--- config.mk ---
export PLATFORM = sky130hd
export DESIGN_NAME = load_store_unit_flat
export DESIGN_NICKNAME = d
export VERILOG_FILES = /design/src/verilog/lsu_pkg.sv /design/src/verilog/data_bus_if.sv /design/src/verilog/skid_buffer.sv /design/src/verilog/load_store_unit.sv /design/src/flat_wrapper.sv
export SDC_FILE = /design/constraint.sdc
export NUM_CORES = 1
export LEC_CHECK = 0
export BUFFER_PORTS_ARGS = -buffer_cell sky130_fd_sc_hd__buf_2
export CORE_MARGIN = 10
export CORE_UTILIZATION = 35
export DETAILED_ROUTE_END_ITERATION = 7
export HOLD_SLACK_MARGIN = 0.15
export SLEW_MARGIN = 20
export SYNTH_ARGS = -nofsm -noshare
export SYNTH_HDL_FRONTEND = slang
export SYNTH_SLANG_ARGS = --single-unit
--- constraint.sdc ---
create_clock -name clk_i -period 15.5 [get_ports clk_i]
set_input_delay 3.1 -clock clk_i [delete_from_list [all_inputs] [get_ports clk_i]]
set_output_delay 3.1 -clock clk_i [all_outputs]
set_load 0.1 [all_outputs]
--- src/verilog/lsu_pkg.sv ---
package lsu_pkg;

  ////////////////////
  // widths
  ////////////////////

  // data and address width of the core
  localparam int unsigned XLEN   = 32;
  // byte lanes on the data bus
  localparam int unsigned NBYTES = XLEN / 8;
  // register file address width
  localparam int unsigned RALEN  = 5;

  ////////////////////
  // data ram
  ////////////////////

  // depth in words, any word address at or above this answers with an error
  localparam int unsigned RAM_WORDS = 256;
  // word index width
  localparam int unsigned RAM_AW    = $clog2(RAM_WORDS);

  // galois lfsr driving the ram request stalls
  localparam int unsigned LFSR_WIDTH = 16;
  localparam logic [LFSR_WIDTH-1:0] LFSR_SEED = 16'hace1;
  // x^16 + x^14 + x^13 + x^11, maximal length
  localparam logic [LFSR_WIDTH-1:0] LFSR_TAPS = 16'hb400;

  typedef logic [XLEN-1:0] xlen_t;

  // command encoding
  // bit 3 marks a write, bit 2 an unsigned load, bits 1:0 the access size
  // (00 byte, 01 half, 10 word)
  typedef enum logic [3:0] {
    LSU_LOAD_BYTE    = 4'b0000,
    LSU_LOAD_HALF    = 4'b0001,
    LSU_LOAD_WORD    = 4'b0010,
    LSU_LOAD_BYTE_U  = 4'b0100,
    LSU_LOAD_HALF_U  = 4'b0101,
    LSU_STORE_BYTE   = 4'b1000,
    LSU_STORE_HALF   = 4'b1001,
    LSU_STORE_WORD   = 4'b1010
  } lsu_cmd_e;

  // accepted core request, waiting for the bus
  typedef struct packed {
    lsu_cmd_e         cmd;
    xlen_t            addr;
    xlen_t            data;
    logic [RALEN-1:0] regdest;
  } lsu_req_t;

  // access in flight on the bus
  // full address kept so a bus error can report it
  typedef struct packed {
    lsu_cmd_e         cmd;
    xlen_t            addr;
    logic [RALEN-1:0] regdest;
  } lsu_act_t;

  // bus response as returned by the ram
  typedef struct packed {
    xlen_t data;
    logic  error;
  } lsu_rsp_t;

endpackage

--- src/verilog/data_bus_if.sv ---
`timescale 1ns/1ps

interface data_bus_if import lsu_pkg::*; ();

  // request channel, master to slave except req_ready
  xlen_t             req_addr;
  xlen_t             req_data;
  logic [NBYTES-1:0] req_strobe;
  logic              req_write;
  logic              req_valid;
  logic              req_ready;

  // response channel, returns in request order
  xlen_t rsp_data;
  logic  rsp_error;
  logic  rsp_valid;
  logic  rsp_ready;

  // lsu side
  modport master (
    output req_addr, req_data, req_strobe, req_write, req_valid, rsp_ready,
    input  req_ready, rsp_data, rsp_error, rsp_valid
  );

  // memory side
  modport slave (
    input  req_addr, req_data, req_strobe, req_write, req_valid, rsp_ready,
    output req_ready, rsp_data, rsp_error, rsp_valid
  );

endinterface

--- src/verilog/skid_buffer.sv ---
`timescale 1ns/1ps

module skid_buffer #(
  parameter type payload_t = logic [7:0]
) (
  input  logic     clk_i,
  input  logic     rstn_i,

  input  logic     in_valid_i,
  output logic     in_ready_o,
  input  payload_t in_data_i,

  output logic     out_valid_o,
  input  logic     out_ready_i,
  output payload_t out_data_o
);

  logic     main_valid;
  logic     skid_valid;
  payload_t main_data;
  payload_t skid_data;

  logic in_fire;
  logic main_load;

  // ready only depends on the skid slot, so it comes straight from a flop
  assign in_ready_o  = ~skid_valid;
  assign out_valid_o = main_valid;
  assign out_data_o  = main_data;

  assign in_fire   = in_valid_i & in_ready_o;
  // main slot is free or being drained this cycle
  assign main_load = ~main_valid | out_ready_i;

  always_ff @(posedge clk_i) begin
    if (~rstn_i) begin
      main_valid <= 1'b0;
      skid_valid <= 1'b0;
    end else if (main_load) begin
      // skid entry is older, it moves up first
      main_valid <= skid_valid | in_fire;
      skid_valid <= 1'b0;
    end else if (in_fire) begin
      // main stuck, park the new entry
      skid_valid <= 1'b1;
    end
  end

  always_ff @(posedge clk_i) begin
    if (main_load) begin
      main_data <= skid_valid ? skid_data : in_data_i;
    end
    if (in_ready_o) begin
      skid_data <= in_data_i;
    end
  end

endmodule

--- src/verilog/load_store_unit.sv ---
`timescale 1ns/1ps

module load_store_unit import lsu_pkg::*; (
  input  logic             clk_i,
  input  logic             rstn_i,

  // core side
  input  logic             lsu_valid_i,
  output logic             lsu_ready_o,
  input  lsu_cmd_e         lsu_cmd_i,
  input  xlen_t            lsu_addr_i,
  input  xlen_t            lsu_data_i,
  input  logic [RALEN-1:0] lsu_regdest_i,

  // register file write-back
  output xlen_t            rf_data_o,
  output logic             rf_wb_o,
  output logic [RALEN-1:0] rf_dest_o,

  // controller
  output logic             ctrl_misaligned_load_o,
  output logic             ctrl_misaligned_store_o,
  output logic             ctrl_bus_error_o,
  output xlen_t            ctrl_exception_addr_o,

  data_bus_if.master       bus
);

  typedef enum logic [1:0] {
    ST_RUN,   // taking commands
    ST_READ,  // load outstanding, wait for its write-back
    ST_FULL   // request buffer full
  } lsu_state_e;

  lsu_state_e state, state_next;

  function automatic logic is_write(input lsu_cmd_e cmd);
    return cmd[3];
  endfunction

  // half needs an even address, word a multiple of 4
  function automatic logic is_misaligned(input lsu_cmd_e cmd, input logic [1:0] off);
    logic bad;
    case (cmd[1:0])
      2'b01:   bad = off[0];
      2'b10:   bad = |off;
      default: bad = 1'b0;
    endcase
    return bad;
  endfunction

  function automatic logic [NBYTES-1:0] cmd_to_strobe(input lsu_cmd_e cmd,
                                                      input logic [1:0] off);
    logic [NBYTES-1:0] base;
    case (cmd[1:0])
      2'b00:   base = 4'b0001;
      2'b01:   base = 4'b0011;
      default: base = 4'b1111;
    endcase
    return base << off;
  endfunction

  // pick the addressed lane and extend it to a full register
  function automatic xlen_t load_extract(input xlen_t word, input lsu_cmd_e cmd,
                                         input logic [1:0] off);
    xlen_t lane;
    xlen_t ret;
    lane = word >> {off, 3'b000};
    case (cmd)
      LSU_LOAD_BYTE:   ret = {{(XLEN-8){lane[7]}}, lane[7:0]};
      LSU_LOAD_HALF:   ret = {{(XLEN-16){lane[15]}}, lane[15:0]};
      LSU_LOAD_BYTE_U: ret = {{(XLEN-8){1'b0}}, lane[7:0]};
      LSU_LOAD_HALF_U: ret = {{(XLEN-16){1'b0}}, lane[15:0]};
      default:         ret = lane;
    endcase
    return ret;
  endfunction

  logic     lsu_fire;
  logic     misaligned;
  logic     load_accept;
  logic     load_done_q;

  logic     req_in_valid;
  logic     req_in_ready;
  lsu_req_t req_in;
  logic     req_out_valid;
  lsu_req_t req_out;

  logic     act_in_ready;
  lsu_act_t act_in;
  logic     act_out_valid;
  lsu_act_t act_out;

  logic     rsp_out_valid;
  lsu_rsp_t rsp_in;
  lsu_rsp_t rsp_out;

  logic     retire;

  ////////////////////
  // core side
  ////////////////////

  assign lsu_fire    = lsu_valid_i & lsu_ready_o;
  assign misaligned  = is_misaligned(lsu_cmd_i, lsu_addr_i[1:0]);
  // misaligned commands are consumed here and never reach the buffer
  assign req_in_valid = lsu_fire & ~misaligned;
  assign load_accept  = req_in_valid & ~is_write(lsu_cmd_i);

  always_comb begin
    req_in.cmd     = lsu_cmd_i;
    req_in.addr    = lsu_addr_i;
    req_in.data    = lsu_data_i;
    req_in.regdest = lsu_regdest_i;
  end

  skid_buffer #(
    .payload_t (lsu_req_t)
  ) request_buffer (
    .clk_i       (clk_i),
    .rstn_i      (rstn_i),
    .in_valid_i  (req_in_valid),
    .in_ready_o  (req_in_ready),
    .in_data_i   (req_in),
    .out_valid_o (req_out_valid),
    .out_ready_i (bus.req_ready & act_in_ready),
    .out_data_o  (req_out)
  );

  ////////////////////
  // bus side
  ////////////////////

  // no issue while the active buffer has no room for the record
  assign bus.req_valid  = req_out_valid & act_in_ready;
  assign bus.req_addr   = {req_out.addr[XLEN-1:2], 2'b00};
  assign bus.req_data   = req_out.data << {req_out.addr[1:0], 3'b000};
  assign bus.req_strobe = cmd_to_strobe(req_out.cmd, req_out.addr[1:0]);
  assign bus.req_write  = is_write(req_out.cmd);
  assign bus.rsp_ready  = 1'b1;

  always_comb begin
    act_in.cmd     = req_out.cmd;
    act_in.addr    = req_out.addr;
    act_in.regdest = req_out.regdest;
    rsp_in.data    = bus.rsp_data;
    rsp_in.error   = bus.rsp_error;
  end

  skid_buffer #(
    .payload_t (lsu_act_t)
  ) active_buffer (
    .clk_i       (clk_i),
    .rstn_i      (rstn_i),
    .in_valid_i  (bus.req_valid & bus.req_ready),
    .in_ready_o  (act_in_ready),
    .in_data_i   (act_in),
    .out_valid_o (act_out_valid),
    .out_ready_i (retire),
    .out_data_o  (act_out)
  );

  // never holds more entries than the active buffer, so it always has room
  skid_buffer #(
    .payload_t (lsu_rsp_t)
  ) response_buffer (
    .clk_i       (clk_i),
    .rstn_i      (rstn_i),
    .in_valid_i  (bus.rsp_valid),
    .in_ready_o  (),
    .in_data_i   (rsp_in),
    .out_valid_o (rsp_out_valid),
    .out_ready_i (retire),
    .out_data_o  (rsp_out)
  );

  ////////////////////
  // retirement
  ////////////////////

  // oldest access and its response meet here
  assign retire = act_out_valid & rsp_out_valid;

  always_ff @(posedge clk_i) begin
    if (~rstn_i) begin
      rf_wb_o                 <= 1'b0;
      ctrl_bus_error_o        <= 1'b0;
      ctrl_misaligned_load_o  <= 1'b0;
      ctrl_misaligned_store_o <= 1'b0;
      load_done_q             <= 1'b0;
    end else begin
      rf_wb_o                 <= retire & ~is_write(act_out.cmd) & ~rsp_out.error;
      ctrl_bus_error_o        <= retire & rsp_out.error;
      ctrl_misaligned_load_o  <= lsu_fire & misaligned & ~is_write(lsu_cmd_i);
      ctrl_misaligned_store_o <= lsu_fire & misaligned & is_write(lsu_cmd_i);
      // a load ends with either its write-back or its bus error
      load_done_q             <= retire & ~is_write(act_out.cmd);
    end
  end

  always_ff @(posedge clk_i) begin
    if (retire) begin
      rf_data_o <= load_extract(rsp_out.data, act_out.cmd, act_out.addr[1:0]);
      rf_dest_o <= act_out.regdest;
    end
    // misaligned address wins if both happen in one cycle
    if (lsu_fire & misaligned) begin
      ctrl_exception_addr_o <= lsu_addr_i;
    end else if (retire & rsp_out.error) begin
      ctrl_exception_addr_o <= act_out.addr;
    end
  end

  ////////////////////
  // stall fsm
  ////////////////////

  assign lsu_ready_o = (state == ST_RUN) & req_in_ready;

  always_comb begin
    state_next = state;
    case (state)
      ST_RUN: begin
        if (load_accept) begin
          state_next = ST_READ;
        end else if (~req_in_ready) begin
          state_next = ST_FULL;
        end
      end
      ST_READ: begin
        if (load_done_q) begin
          state_next = ST_RUN;
        end
      end
      ST_FULL: begin
        if (req_in_ready) begin
          state_next = ST_RUN;
        end
      end
      default: state_next = ST_RUN;
    endcase
  end

  always_ff @(posedge clk_i) begin
    if (~rstn_i) begin
      state <= ST_RUN;
    end else begin
      state <= state_next;
    end
  end

endmodule

--- src/flat_wrapper.sv ---
// flat-port wrapper written by rule: the top's interface ports become plain ports
module load_store_unit_flat import lsu_pkg::*;
  (clk_i, rstn_i, lsu_valid_i, lsu_ready_o, lsu_cmd_i, lsu_addr_i, lsu_data_i, lsu_regdest_i, rf_data_o, rf_wb_o, rf_dest_o, ctrl_misaligned_load_o, ctrl_misaligned_store_o, ctrl_bus_error_o, ctrl_exception_addr_o, bus_req_addr, bus_req_data, bus_req_strobe, bus_req_write, bus_req_valid, bus_rsp_ready, bus_req_ready, bus_rsp_data, bus_rsp_error, bus_rsp_valid);
  data_bus_if bus_i ();
  input  logic clk_i;
  input  logic rstn_i;
  input  logic lsu_valid_i;
  output logic lsu_ready_o;
  input  lsu_cmd_e lsu_cmd_i;
  input  xlen_t lsu_addr_i;
  input  xlen_t lsu_data_i;
  input  logic [RALEN-1:0] lsu_regdest_i;
  output xlen_t rf_data_o;
  output logic rf_wb_o;
  output logic [RALEN-1:0] rf_dest_o;
  output logic ctrl_misaligned_load_o;
  output logic ctrl_misaligned_store_o;
  output logic ctrl_bus_error_o;
  output xlen_t ctrl_exception_addr_o;
  output wire logic [$bits(bus_i.req_addr)-1:0] bus_req_addr;
  output wire logic [$bits(bus_i.req_data)-1:0] bus_req_data;
  output wire logic [$bits(bus_i.req_strobe)-1:0] bus_req_strobe;
  output wire logic [$bits(bus_i.req_write)-1:0] bus_req_write;
  output wire logic [$bits(bus_i.req_valid)-1:0] bus_req_valid;
  output wire logic [$bits(bus_i.rsp_ready)-1:0] bus_rsp_ready;
  input wire logic [$bits(bus_i.req_ready)-1:0] bus_req_ready;
  input wire logic [$bits(bus_i.rsp_data)-1:0] bus_rsp_data;
  input wire logic [$bits(bus_i.rsp_error)-1:0] bus_rsp_error;
  input wire logic [$bits(bus_i.rsp_valid)-1:0] bus_rsp_valid;
  assign bus_req_addr = bus_i.req_addr;
  assign bus_req_data = bus_i.req_data;
  assign bus_req_strobe = bus_i.req_strobe;
  assign bus_req_write = bus_i.req_write;
  assign bus_req_valid = bus_i.req_valid;
  assign bus_rsp_ready = bus_i.rsp_ready;
  assign bus_i.req_ready = bus_req_ready;
  assign bus_i.rsp_data = bus_rsp_data;
  assign bus_i.rsp_error = bus_rsp_error;
  assign bus_i.rsp_valid = bus_rsp_valid;
  load_store_unit u_core (.clk_i(clk_i), .rstn_i(rstn_i), .lsu_valid_i(lsu_valid_i), .lsu_ready_o(lsu_ready_o), .lsu_cmd_i(lsu_cmd_i), .lsu_addr_i(lsu_addr_i), .lsu_data_i(lsu_data_i), .lsu_regdest_i(lsu_regdest_i), .rf_data_o(rf_data_o), .rf_wb_o(rf_wb_o), .rf_dest_o(rf_dest_o), .ctrl_misaligned_load_o(ctrl_misaligned_load_o), .ctrl_misaligned_store_o(ctrl_misaligned_store_o), .ctrl_bus_error_o(ctrl_bus_error_o), .ctrl_exception_addr_o(ctrl_exception_addr_o), .bus(bus_i));
endmodule
==> flow_summary.toml <==
[run_status]
status = "finished clean"

[synth]
synth.cell_area_um2 = 13700
synth-seq-cells = 376
avgSynthCellArea_um2 = 15.9
postSynthCellCount = 858
seq_area_frac_synth_pct = 70.8
synthArstFlopShare_pct = 0
yosysWarningCount = 0
synthFlopType = "edfxtp_1"
synth_edf_count = 216
yosysUniqueCellTypes = 44

[critical_path]
cp_max_fo = 40
startpoint_type = "flip-flop"
cp-startpoint = "u_core.request_buffer.out_data_o[38]"
r2r_start = "u_core.request_buffer.skid_valid"
cp_data_required_time_ns = 12.40
cp.arrival_ns = 2.29
endpoint_kind = "output port"
critPathKind = "reg -> out"
reg2reg_depth = 6

[finish]
syn_to_final_growth_pct = 22.2
fin_util_pct = 43.2
drive_gt1_share_pct = 46.9
final_common_cell = "buf_2"
nets = 1207
fin_cells = 1646
final_cell_mix = "buf_2 (252), edfxtp_1 (216), mux2_2 (167)"
final_area_um2 = 16700

[flow_run]
cap_violations = 0

[sta]
period_needed_ns = 5.39
slew-limit-headroom_pct = 34.3
max_freq_ghz = 0.186
timing.final.crit_share_pct = 34.7
fin_skew_ns = 0.0145
worst_pin_slew_ns = 0.985
final-setup-viol-count = 0
rsz0062_at_grt = "no"
slew_violations = 0
hold_viol = 0
final.setup.tns_ns = 0

[min_path]
hp-class = "reg -> reg"
hold-path-cell-count = 0
worstHoldStart = "u_core.active_buffer.out_data_o[4]"

[route]
wl_per_cell_um = 19.4
wl_um = 32000
viasPerCell = 4.59
route.detailed.drc = 0
via_count = 7550
first_iter_violations = 370
first_pass_iters = 5
ant_nets = 0

[clocking]
cts_tree = "done"
cts_setup_buffers = 0
clockBufferDepth = 3
cts_hold_buf = 0
clock_sinks = 376
clk_pin_slew_ns = 0.06
htree_levels = 2
root_buffer = "clkbuf_16"
clock_latency_ns = 0.56
numCtsBuffers = 41
cts_resized = 0

[power]
ir_drop_uv = 93.8
p_per_area_nw_per_um2 = 152
leakage_nw = 6.56
totalPowerFinal_w = 0.00253

[die]
dieArea_um2 = 47400
coreArea_um2 = 38600
core.rowCount = 72
die_h_um = 218
start_util_pct = 35.4
ios = 256
die_x_um = 218

[placed_design]
post-place-cells = 1569
gp_congestion = 0.804
post_dp_cell_area_um2 = 15300
portBuffers = 252
dpl.hpwl_um = 21700

[global_route]
grt_pass1_wl_um = 47700
grt_overflow = 0
grt_max_degree = 80
grt_pass1_vias = 7820
track_usage_pct = 13.2
antenna_found_initial = 4
area by class of cell:
class                   instances  area (um^2)
inverters                       7         26.3
clock buffers                  60         1200
clock inverters                16          221
diodes                          1         2.50
repair buffers                267         1380
multi-input cells             401         3540
well taps                     518          648
fillers                      3517        21900
flip-flops and latches        376         9690
where the power goes:
| part | internal, W | switching, W | leakage [nW] |
|---|---|---|---|
| Sequential | 0.00114 | 0.0000289 | 3.50 |
| Clock | 0.000607 | 0.000395 | 0.684 |
| Combinational | 0.0000898 | 0.000272 | 2.37 |
| Total | 0.00184 | 0.000696 | 6.56 |
synth_stat cells (10+ instances only):
cell | n | area [um^2]
a21oi_1 | 21 | 105
dfxtp_1 | 160 | 3200
a211oi_1 | 10 | 75.1
mux2i_1 | 23 | 230
mux2_4 | 20 | 300
o21ai_0 | 35 | 175
clkbuf_1 | 23 | 86.3
nor2b_1 | 12 | 75.1
edfxtp_1 | 216 | 6490
mux2_2 | 167 | 1880
buf_4 | 33 | 248
nand2_1 | 27 | 101
buf_1 | 14 | 52.6
nor2_1 | 18 | 67.6
path summary, 6_finish.rpt:
path	to	slack [ns]
worst max register to register	u_core.ctrl_exception_addr_o[19]	12.44
worst max-delay path	bus_req_data[22]	10.11
worst min-delay path	u_core.rf_dest_o[4]	0.42
worst min register to register	u_core.rf_dest_o[4]	0.42
metal layers:
| metal | global-route usage [%] | share of wire (%) | vias to the layer above |
|---|---|---|---|
| li1 | - | - | 3593 |
| met1 | 15.4 | 40 | 3707 |
| met2 | 22.3 | 50 | 200 |
| met3 | 4.66 | 7.5 | 46 |
| met4 | 3.89 | 1.8 | 4 |
| met5 | 0 | 0.10 | - |
critical path: stages (launching register included):
cell and delay (ns):
edfxtp_1 0.32, buf_4 0.33, nor2b_1 0.44, nand2_1 0.09, o21ai_0 0.09, buf_2 0.46
state kept, by name, summed over array words and instances, names as in the netlist, 2 cells and up:
| register | cells |
|---|---|
| u_core.active_buffer.out_data_o | 41 |
| u_core.active_buffer.skid_data | 41 |
| u_core.ctrl_exception_addr_o | 32 |
| u_core.request_buffer.out_data_o | 73 |
| u_core.request_buffer.skid_data | 73 |
| u_core.response_buffer.out_data_o | 33 |
| u_core.response_buffer.skid_data | 33 |
| u_core.rf_data_o | 32 |
| u_core.rf_dest_o | 5 |
| u_core.state | 2 |
cell families (layout without fill, tap and decap cells):
| logic type | after synthesis | after routing | share of synthesized area [%] |
|---|---|---|---|
| xor+xnor | 1 | 1 | 0.0640 |
| flops | 376 | 376 | 70.8 |
| other cells | 2 | 4 | 0.0549 |
| mux | 217 | 217 | 18.2 |
| buf+inv | 82 | 350 | 3.38 |
| simple gates | 95 | 95 | 3.56 |
| fa+ha+maj | 2 | 2 | 0.183 |
| compound gates | 83 | 83 | 3.71 |
per-stage QoR:
stage	setup WS, ns	hold WS (ns)
after floorplan	6.53	0.400
after global placement	10.06	0.403
after detailed placement	10.03	0.411
after CTS	10.08	0.425
after global routing	9.92	0.426
final	10.11	0.421
Note: power is estimated with default switching activity, not from simulation.
